===== config.mk =====
export PLATFORM = sky130hd
export DESIGN_NAME = spi_route_top
export DESIGN_NICKNAME = d
export VERILOG_FILES = /design/src/logic/spi_route_pkg.sv /design/src/logic/spi_route_top.sv /design/src/logic/apb_regs.sv /design/src/logic/port_router.sv /design/src/logic/frame_fsm.sv /design/src/logic/select_shifter.sv /design/src/logic/bit_counter.sv /design/src/logic/spi_input_sync.sv
export SDC_FILE = /design/constraint.sdc
export NUM_CORES = 1
export LEC_CHECK = 0
export BUFFER_PORTS_ARGS = -buffer_cell sky130_fd_sc_hd__buf_2
export CORE_UTILIZATION = 45
export CTS_BUF_LIST = sky130_fd_sc_hd__clkbuf_2
export DETAILED_ROUTE_END_ITERATION = 16
export PLACE_DENSITY = 0.74
export SLEW_MARGIN = 20
export SYNTH_ARGS = -nofsm -noshare
export SYNTH_HDL_FRONTEND = slang
export SYNTH_SLANG_ARGS = --single-unit

===== constraint.sdc =====
create_clock -name clk -period 2.1 [get_ports clk]
set_input_delay 0.42 -clock clk [delete_from_list [all_inputs] [get_ports clk]]
set_output_delay 0.42 -clock clk [all_outputs]
set_load 0.03 [all_outputs]

===== src/logic/spi_route_pkg.sv =====
package spi_route_pkg;

    // ============================================================
    // Frame control
    // ============================================================

    typedef enum logic [2:0] {
        IDLE    = 3'd0,  // Select high, waiting for a frame.
        ADDR    = 3'd1,  // Address byte shifting in.
        FORWARD = 3'd2,
        PROBE   = 3'd3,
        REJECT  = 3'd4   // Frame swallowed until select rises.
    } frame_state_e;

    typedef enum logic [7:0] {
        ADDR_NONE  = 8'd0,
        ADDR_PROBE = 8'd7  // Answers with all ones.
    } addr_code_e;

    localparam int unsigned ADDR_BITS = 8;

    // ============================================================
    // APB register map
    // ============================================================

    localparam int unsigned APB_ADDR_W = 4;
    localparam int unsigned APB_DATA_W = 32;
    localparam int unsigned CNT_W      = 16;

    localparam logic [APB_ADDR_W-1:0] REG_CTRL    = 4'h0;  // Port enable mask.
    localparam logic [APB_ADDR_W-1:0] REG_STATUS  = 4'h4;
    localparam logic [APB_ADDR_W-1:0] REG_GRANTS  = 4'h8;
    localparam logic [APB_ADDR_W-1:0] REG_REJECTS = 4'hC;

endpackage

===== src/logic/spi_route_top.sv =====
module spi_route_top #(
    parameter int NUM_PORTS = 6
) (
    input  logic                                 clk,
    input  logic                                 rst_n,
    // Upstream SPI.
    input  logic                                 s_ss,
    input  logic                                 s_sclk,
    input  logic                                 s_mosi,
    output logic                                 s_miso,
    // Downstream SPI.
    output logic [NUM_PORTS-1:0]                 m_ss,
    output logic [NUM_PORTS-1:0]                 m_sclk,
    output logic [NUM_PORTS-1:0]                 m_mosi,
    input  logic [NUM_PORTS-1:0]                 m_miso,
    // APB slave.
    input  logic                                 psel,
    input  logic                                 penable,
    input  logic                                 pwrite,
    input  logic [spi_route_pkg::APB_ADDR_W-1:0] paddr,
    input  logic [spi_route_pkg::APB_DATA_W-1:0] pwdata,
    output logic [spi_route_pkg::APB_DATA_W-1:0] prdata,
    output logic                                 pready,
    output logic                                 pslverr
);

    import spi_route_pkg::*;

    logic                 ss_sync;
    logic                 sclk_rise;
    logic                 mosi_sync;
    logic                 ss_fall;
    logic                 addr_done;
    logic                 addr_phase;
    logic [ADDR_BITS-1:0] addr_byte;
    logic [NUM_PORTS-1:0] grant_port;
    logic                 probe;
    frame_state_e         state;
    logic                 grant_evt;
    logic                 reject_evt;
    logic [NUM_PORTS-1:0] enable_mask;

    // ============================================================
    // Control path, all in the clk domain
    // ============================================================

    spi_input_sync u_spi_input_sync (
        .clk(clk), .rst_n(rst_n),
        .s_ss(s_ss), .s_sclk(s_sclk), .s_mosi(s_mosi),
        .ss_sync(ss_sync), .sclk_rise(sclk_rise),
        .mosi_sync(mosi_sync), .ss_fall(ss_fall)
    );

    bit_counter u_bit_counter (
        .clk(clk), .rst_n(rst_n),
        .ss_sync(ss_sync), .sclk_rise(sclk_rise),
        .addr_done(addr_done)
    );

    select_shifter u_select_shifter (
        .clk(clk), .rst_n(rst_n),
        .ss_fall(ss_fall), .addr_phase(addr_phase),
        .sclk_rise(sclk_rise), .mosi_sync(mosi_sync),
        .addr_byte(addr_byte)
    );

    frame_fsm #(.NUM_PORTS(NUM_PORTS)) u_frame_fsm (
        .clk(clk), .rst_n(rst_n),
        .ss_sync(ss_sync), .ss_fall(ss_fall), .addr_done(addr_done),
        .addr_byte(addr_byte), .enable_mask(enable_mask),
        .addr_phase(addr_phase), .grant_port(grant_port), .probe(probe),
        .state(state), .grant_evt(grant_evt), .reject_evt(reject_evt)
    );

    apb_regs #(.NUM_PORTS(NUM_PORTS)) u_apb_regs (
        .clk(clk), .rst_n(rst_n),
        .psel(psel), .penable(penable), .pwrite(pwrite),
        .paddr(paddr), .pwdata(pwdata),
        .addr_byte(addr_byte), .state(state),
        .grant_evt(grant_evt), .reject_evt(reject_evt),
        .prdata(prdata), .pready(pready), .pslverr(pslverr),
        .enable_mask(enable_mask)
    );

    // Data path straight from the pins.
    port_router #(.NUM_PORTS(NUM_PORTS)) u_port_router (
        .s_ss(s_ss), .s_sclk(s_sclk), .s_mosi(s_mosi),
        .grant_port(grant_port), .probe(probe), .m_miso(m_miso),
        .m_ss(m_ss), .m_sclk(m_sclk), .m_mosi(m_mosi),
        .s_miso(s_miso)
    );

endmodule


===== src/logic/apb_regs.sv =====
module apb_regs #(
    parameter int NUM_PORTS = 6
) (
    input  logic                                 clk,
    input  logic                                 rst_n,
    input  logic                                 psel,
    input  logic                                 penable,
    input  logic                                 pwrite,
    input  logic [spi_route_pkg::APB_ADDR_W-1:0] paddr,
    input  logic [spi_route_pkg::APB_DATA_W-1:0] pwdata,
    input  logic [spi_route_pkg::ADDR_BITS-1:0]  addr_byte,
    input  spi_route_pkg::frame_state_e          state,
    input  logic                                 grant_evt,
    input  logic                                 reject_evt,
    output logic [spi_route_pkg::APB_DATA_W-1:0] prdata,
    output logic                                 pready,
    output logic                                 pslverr,
    output logic [NUM_PORTS-1:0]                 enable_mask
);

    import spi_route_pkg::*;

    logic             access;
    logic             mapped;
    logic             read_only;
    logic [CNT_W-1:0] grant_cnt;
    logic [CNT_W-1:0] reject_cnt;

    assign access = psel & penable;
    assign pready = 1'b1;  // No wait states.

    // ============================================================
    // Read decode
    // ============================================================

    always_comb begin
        mapped = 1'b1;
        prdata = '0;
        case (paddr)
            REG_CTRL: begin
                prdata[NUM_PORTS-1:0] = enable_mask;
            end
            REG_STATUS: begin
                prdata[ADDR_BITS-1:0] = addr_byte;
                prdata[ADDR_BITS +: $bits(frame_state_e)] = state;
            end
            REG_GRANTS: begin
                prdata[CNT_W-1:0] = grant_cnt;
            end
            REG_REJECTS: begin
                prdata[CNT_W-1:0] = reject_cnt;
            end
            default: begin
                mapped = 1'b0;
            end
        endcase
    end

    assign read_only = (paddr != REG_CTRL);
    assign pslverr   = access & (~mapped | (pwrite & read_only));

    // ============================================================
    // Mask and counters
    // ============================================================

    always_ff @(posedge clk or negedge rst_n) begin
        if (!rst_n) begin
            enable_mask <= '1;  // All ports open.
        end else if (access && pwrite && paddr == REG_CTRL) begin
            enable_mask <= pwdata[NUM_PORTS-1:0];
        end
    end

    // Counters wrap.
    always_ff @(posedge clk or negedge rst_n) begin
        if (!rst_n) begin
            grant_cnt  <= '0;
            reject_cnt <= '0;
        end else begin
            if (grant_evt) begin
                grant_cnt <= grant_cnt + 1'b1;
            end
            if (reject_evt) begin
                reject_cnt <= reject_cnt + 1'b1;
            end
        end
    end

    a_penable_psel: assert property (
        @(posedge clk) disable iff (!rst_n) penable |-> psel
    ) else $error("penable high without psel");

endmodule


===== src/logic/port_router.sv =====
module port_router #(
    parameter int NUM_PORTS = 6
) (
    input  logic                 s_ss,
    input  logic                 s_sclk,
    input  logic                 s_mosi,
    input  logic [NUM_PORTS-1:0] grant_port,
    input  logic                 probe,
    input  logic [NUM_PORTS-1:0] m_miso,
    output logic [NUM_PORTS-1:0] m_ss,
    output logic [NUM_PORTS-1:0] m_sclk,
    output logic [NUM_PORTS-1:0] m_mosi,
    output logic                 s_miso
);

    logic port_miso;

    // Ungranted ports see an idle bus.
    always_comb begin
        for (int i = 0; i < NUM_PORTS; i++) begin
            m_ss[i]   = grant_port[i] ? s_ss : 1'b1;
            m_sclk[i] = grant_port[i] ? s_sclk : 1'b1;
        end
    end

    assign m_mosi = {NUM_PORTS{s_mosi}};  // Harmless while select is high.

    // Grant is one-hot, so an AND-OR picks the port.
    assign port_miso = |(grant_port & m_miso);
    assign s_miso    = probe | port_miso;

endmodule


===== src/logic/frame_fsm.sv =====
module frame_fsm #(
    parameter int NUM_PORTS = 6
) (
    input  logic                                clk,
    input  logic                                rst_n,
    input  logic                                ss_sync,
    input  logic                                ss_fall,
    input  logic                                addr_done,
    input  logic [spi_route_pkg::ADDR_BITS-1:0] addr_byte,
    input  logic [NUM_PORTS-1:0]                enable_mask,
    output logic                                addr_phase,
    output logic [NUM_PORTS-1:0]                grant_port,
    output logic                                probe,
    output spi_route_pkg::frame_state_e         state,
    output logic                                grant_evt,
    output logic                                reject_evt
);

    import spi_route_pkg::*;

    frame_state_e         state_next;
    logic [NUM_PORTS-1:0] addr_hit;
    logic                 port_ok;

    // Port n sits on bit n-1.
    always_comb begin
        for (int i = 0; i < NUM_PORTS; i++) begin
            addr_hit[i] = (addr_byte == ADDR_BITS'(i + 1));
        end
    end

    assign port_ok = |(addr_hit & enable_mask);

    // ============================================================
    // Next state
    // ============================================================

    always_comb begin
        state_next = state;
        case (state)
            IDLE: begin
                if (ss_fall) begin
                    state_next = ADDR;
                end
            end
            ADDR: begin
                if (addr_done) begin
                    if (port_ok) begin
                        state_next = FORWARD;
                    end else if (addr_byte == ADDR_PROBE) begin
                        state_next = PROBE;
                    end else begin
                        state_next = REJECT;
                    end
                end
            end
            default: begin
                state_next = state;  // Hold until select rises.
            end
        endcase
        if (ss_sync) begin
            state_next = IDLE;
        end
    end

    // ============================================================
    // State and outputs
    // ============================================================

    always_ff @(posedge clk or negedge rst_n) begin
        if (!rst_n) begin
            state      <= IDLE;
            grant_port <= '0;
            probe      <= 1'b0;
            grant_evt  <= 1'b0;
            reject_evt <= 1'b0;
        end else begin
            state <= state_next;
            // Latched at entry, so a mask write mid-frame does not cut it.
            if (state == ADDR && state_next == FORWARD) begin
                grant_port <= addr_hit;
            end else if (state_next != FORWARD) begin
                grant_port <= '0;
            end
            probe      <= (state_next == PROBE);
            grant_evt  <= (state == ADDR) && (state_next == FORWARD || state_next == PROBE);
            reject_evt <= (state == ADDR) && (state_next == REJECT);
        end
    end

    assign addr_phase = (state == ADDR);

    a_grant_onehot: assert property (
        @(posedge clk) disable iff (!rst_n) $onehot0(grant_port)
    ) else $error("more than one downstream port granted");

endmodule


===== src/logic/select_shifter.sv =====
module select_shifter (
    input  logic                                clk,
    input  logic                                rst_n,
    input  logic                                ss_fall,
    input  logic                                addr_phase,
    input  logic                                sclk_rise,
    input  logic                                mosi_sync,
    output logic [spi_route_pkg::ADDR_BITS-1:0] addr_byte
);

    import spi_route_pkg::*;

    // Byte stays put after the address phase for the status register.
    always_ff @(posedge clk or negedge rst_n) begin
        if (!rst_n) begin
            addr_byte <= ADDR_NONE;
        end else if (ss_fall) begin
            addr_byte <= ADDR_NONE;  // New frame.
        end else if (addr_phase && sclk_rise) begin
            addr_byte <= {addr_byte[ADDR_BITS-2:0], mosi_sync};  // MSB first.
        end
    end

endmodule


===== src/logic/bit_counter.sv =====
module bit_counter (
    input  logic clk,
    input  logic rst_n,
    input  logic ss_sync,
    input  logic sclk_rise,
    output logic addr_done
);

    import spi_route_pkg::*;

    localparam int CNT_BITS = $clog2(ADDR_BITS + 1);
    localparam logic [CNT_BITS-1:0] CNT_MAX = CNT_BITS'(ADDR_BITS);

    logic [CNT_BITS-1:0] count;

    // Counts address bits, then holds for the rest of the frame.
    always_ff @(posedge clk or negedge rst_n) begin
        if (!rst_n) begin
            count <= '0;
        end else if (ss_sync) begin
            count <= '0;
        end else if (sclk_rise && count != CNT_MAX) begin
            count <= count + 1'b1;
        end
    end

    assign addr_done = (count == CNT_MAX);

    a_count_range: assert property (
        @(posedge clk) disable iff (!rst_n) count <= CNT_MAX
    ) else $error("bit counter passed the address length");

endmodule


===== src/logic/spi_input_sync.sv =====
module spi_input_sync (
    input  logic clk,
    input  logic rst_n,
    input  logic s_ss,
    input  logic s_sclk,
    input  logic s_mosi,
    output logic ss_sync,
    output logic sclk_rise,
    output logic mosi_sync,
    output logic ss_fall
);

    logic ss_meta;
    logic ss_prev;
    logic sclk_meta;
    logic sclk_sync;
    logic sclk_prev;
    logic mosi_meta;
    logic rise_q;

    // SPI idles high in mode 3, so select and clock reset to one.
    always_ff @(posedge clk or negedge rst_n) begin
        if (!rst_n) begin
            ss_meta   <= 1'b1;
            ss_sync   <= 1'b1;
            ss_prev   <= 1'b1;
            sclk_meta <= 1'b1;
            sclk_sync <= 1'b1;
            sclk_prev <= 1'b1;
            mosi_meta <= 1'b0;
            mosi_sync <= 1'b0;
            rise_q    <= 1'b0;
        end else begin
            ss_meta   <= s_ss;
            ss_sync   <= ss_meta;
            ss_prev   <= ss_sync;
            sclk_meta <= s_sclk;
            sclk_sync <= sclk_meta;
            sclk_prev <= sclk_sync;
            mosi_meta <= s_mosi;
            mosi_sync <= mosi_meta;
            rise_q    <= sclk_sync & ~sclk_prev;  // Third cycle after the pin edge.
        end
    end

    assign sclk_rise = rise_q & ~ss_sync;  // No edges outside a frame.
    assign ss_fall   = ss_prev & ~ss_sync;

endmodule


==> flow_summary.yaml <==
timing:
  final.setup.tns_ns: 0
  setup_viol: 0
  finalWorstPathRequiredPeriod_ns: 2.065
  worst_slack_ns: 0.03541
  final.hold.worst_slack_ns: 0.04247
  slew_violations: 0
  hold_viol_final: 0
  fin_crit_sh_pct: 98.31
  worst_slew_margin_rel_pct: 59.91
  timing.clock.skew_ns: 0.02143
  unrepaired_setup_endpoints_after_global_routing: "yes"
  tightestPinTransition_ns: 0.5996
  timing.fmax_mhz: 484.4
clocking:
  clock_sink_count: 71
  clockBufferDepth: 2
  numCtsBuffers: 9
  cts_root_buffer: "clkbuf_2"
  tritoncts: "yes"
  ctsHtreeMaxLevel: 3
  insertion_delay_ns: 0.51
  path_clk_slew_ns: 0.21
worst_setup_path:
  critical_path.cell_chain: "a22o_1, a221o_1, buf_6"
  regToRegEndpoint: "u_frame_fsm.grant_port[0]$_DFFE_PN0P_"
  worstPathArrival_ns: 1.64
  slowest_stage: "dfrtp_2"
  critical-path-max-stage-delay_ns: 0.48
  criticalPathCategory: "register to primary output"
  required_ns: 1.68
  critical_path.reg2reg.startpoint: "u_select_shifter.addr_byte[5]$_DFFE_PN0P_"
  timing.reg2reg.worst_path_depth: 5
  startpoint_type: "register"
  cp-end-kind: "primary output"
  regToRegSetupSlack_ns: 0.12
  worstPathMaxFanout: 4
drt:
  dr_total_vias: 2731
  avgRoutedWirePerCell_um: 14.04
  drt-total-wl_mm: 7.260
  via_count_normalized_by_instance_count: 5.282
  drc_errors: 0
  dr.pass1.iters: 10
  drt.antenna.violating_nets: 0
  detail_route.iter0.violations: 188
synth:
  postSynthCellCount: 346
  synth.avg_cell_area_sq_um: 10.31
  mappedNetlistArea_sq_um: 3566
  ys_seq_elements: 71
  synth_top_flop_cell: "dfrtp_1"
  synth.largest_area_cell: "dfrtp_1"
  post-synth-top-count-cell: "dfrtp_1"
  yosys_warnings: 0
  ys_top_cells_by_area: "dfrtp_1 41%, dfstp_2 8.8%, xnor2_1 5.6%"
  synth.cells.most_frequent: "59 x dfrtp_1, 41 x nand2_1, 29 x nor2_1"
  distinct_cell_type_count_after_synthesis: 46
  synth_seq_area_share_pct: 50.25
  synth_top_cell_area_share_pct: 41.40
  postSynth.asyncResetShare_pct: 100.0
  edff_count_synth: 0
floorplanning:
  chipHeight_um: 91.02
  number_of_rows_in_the_core_area: 32
  core_area_sq_um: 7687
  start_util_pct: 46.39
  die-width_um: 91.02
  i_o_pins: 103
  design.die.area_sq_um: 8285
placement:
  place_congestion: 0.8129
  dpl.hpwl_mm: 5.200
  post-place-ws_ns: -0.002259
  numPortBuffers: 59
  post_dp_cell_area_sq_um: 3902
  dp.cells: 496
final_layout:
  layout-drive-gt1-share_pct: 27.95
  final_design_area_no_fill_sq_um: 4086
  num_antenna_cells: 0
  synthToLayoutAreaGrowth_pct: 14.60
  final_cell_count_no_fill: 517
  nNetsFinal: 464
pwr:
  cellPowerDensity_nw_per_um2: 587.7
  max-vdd-ir-drop_mv: 0.2729
  cellLeakagePower_nw: 2.004
hold_path:
  min_from: "s_mosi"
  holdPathEnd: "u_spi_input_sync.mosi_meta$_DFF_PN0_"
  worst_hold_path.num_cells: 1
  hold_class: "input port to register"
run:
  drv.max_cap_violation_count: 0
global_routing:
  grt_antenna_before_repair: 0
  track_usage_pct: 18.13
  number_of_global_route_vias_before_repair: 2592
  grt_pass1_wl_mm: 11.87
  gr-total-overflow: 0
  grt_start_max_net_pins: 55
status:
  run_status: "finished clean"
-- layer usage --
metal	vias up	track usage (%)	part of all wire (%)
met5	-	0	0
met4	0	7.143	1.8
met3	17	3.769	3.8
met2	87	28.41	48
met1	1338	24.71	47
li1	1289	-	-
-- through the flow --
stage / util [%] / power (mW)
CTS: 52.43 / 2.411
floorplan: - / 1.606
global placement: 50.77 / 1.656
global route: 53.16 / 2.494
finish: 53.16 / 2.402
detailed placement: 50.77 / 1.662
-- registers in the layout, indices dropped and copies added, names as in the netlist --
register	count
u_spi_input_sync.mosi_meta	1
u_frame_fsm.reject_evt	1
u_frame_fsm.state	3
u_frame_fsm.grant_evt	1
u_spi_input_sync.rise_q	1
u_bit_counter.count	4
u_spi_input_sync.sclk_prev	1
u_spi_input_sync.sclk_sync	1
u_apb_regs.reject_cnt	16
u_spi_input_sync.ss_meta	1
u_apb_regs.grant_cnt	16
u_spi_input_sync.mosi_sync	1
u_select_shifter.addr_byte	8
u_spi_input_sync.sclk_meta	1
u_frame_fsm.grant_port	6
u_apb_regs.enable_mask	6
u_spi_input_sync.ss_sync	1
u_spi_input_sync.ss_prev	1
u_frame_fsm.probe	1
-- worst max path at each step --
stage | startpoint | depth (start not counted) | endpoint
after detailed placement | u_bit_counter.count[0]$_DFFE_PN0P_ | 7 | u_frame_fsm.grant_port[2]$_DFFE_PN0P_
after global routing | u_apb_regs.reject_cnt[2]$_DFFE_PN0P_ | 3 | prdata[2]
after CTS | u_apb_regs.reject_cnt[2]$_DFFE_PN0P_ | 3 | prdata[2]
after global placement | u_bit_counter.count[0]$_DFFE_PN0P_ | 7 | u_frame_fsm.grant_port[0]$_DFFE_PN0P_
after floorplan | paddr[1] | 6 | prdata[9]
final | u_apb_regs.reject_cnt[2]$_DFFE_PN0P_ | 3 | prdata[2]
-- final cells by class --
cell class	instances	area [sq um]
Sequential cell	71	1793
Multi-Input combinational cell	245	1597
Clock buffer	10	50.05
Inverter	11	41.29
Tap cell	102	127.6
Fill cell	684	3601
Clock inverter	6	61.31
Timing Repair Buffer	72	416.7
-- report_power, final --
part | total (mW) | internal, mW | switching (mW) | leakage, nW
Clock | 0.760 | 0.273 | 0.487 | 0.0632
Sequential | 1.45 | 1.42 | 0.0297 | 0.940
Combinational | 0.196 | 0.0623 | 0.134 | 1.00
Total | 2.40 | 1.75 | 0.650 | 2.00
-- worst max-delay path: cells and delay by family (launching register included) --
family	cells	cell delay, ns
flip-flops	1	0.48
buffers and inverters	1	0.15
AO/OA/AOI/OAI	2	0.52
-- cells by family (layout without fill, tap and decap cells) --
| kind of cell | count (synthesis) | after routing | synth area share, % |
|---|---|---|---|
| buffers and inverters | 45 | 99 | 7.193 |
| flip-flops | 71 | 71 | 50.25 |
| adder cells (fa/ha/maj) | 4 | 4 | 1.404 |
| AO/OA/AOI/OAI | 46 | 46 | 10.18 |
| multiplexers | 13 | 13 | 3.895 |
| AND/OR/NAND/NOR | 132 | 132 | 18.77 |
| other | 2 | 17 | 0.2106 |
| XOR/XNOR | 33 | 33 | 8.105 |
-- repair_timing --
item,CTS,global route
pin swaps,0,0
setup buffers,0,3
resized for setup,3,5
endpoints found under the setup margin,3,5
hold buffers,1,1
hold endpoints to repair,17,1
-- cells in the final DEF, fill, tap and decap left out, types with 2 or more instances in the layout --
cell type,n
nor2b_1,5
o21ai_1,2
a21oi_1,6
ha_1,4
o41ai_2,3
inv_1,11
and4_1,2
mux2i_1,6
nand2_1,41
and3_1,5
nor3_1,3
conb_1,17
dfrtp_1,58
buf_2,58
nor2_1,28
mux2_2,7
nand2b_1,12
a22o_1,6
dfstp_2,12
a22oi_1,16
clkbuf_2,10
nor4_1,2
clkinv_1,2
clkinvlp_4,2
xnor2_1,23
dlygate4sd3_1,2
o21ai_0,3
buf_4,10
or2_2,2
xor2_1,10
nand4_1,14
nand3_1,11
Note: power is estimated with default switching activity, not from simulation.
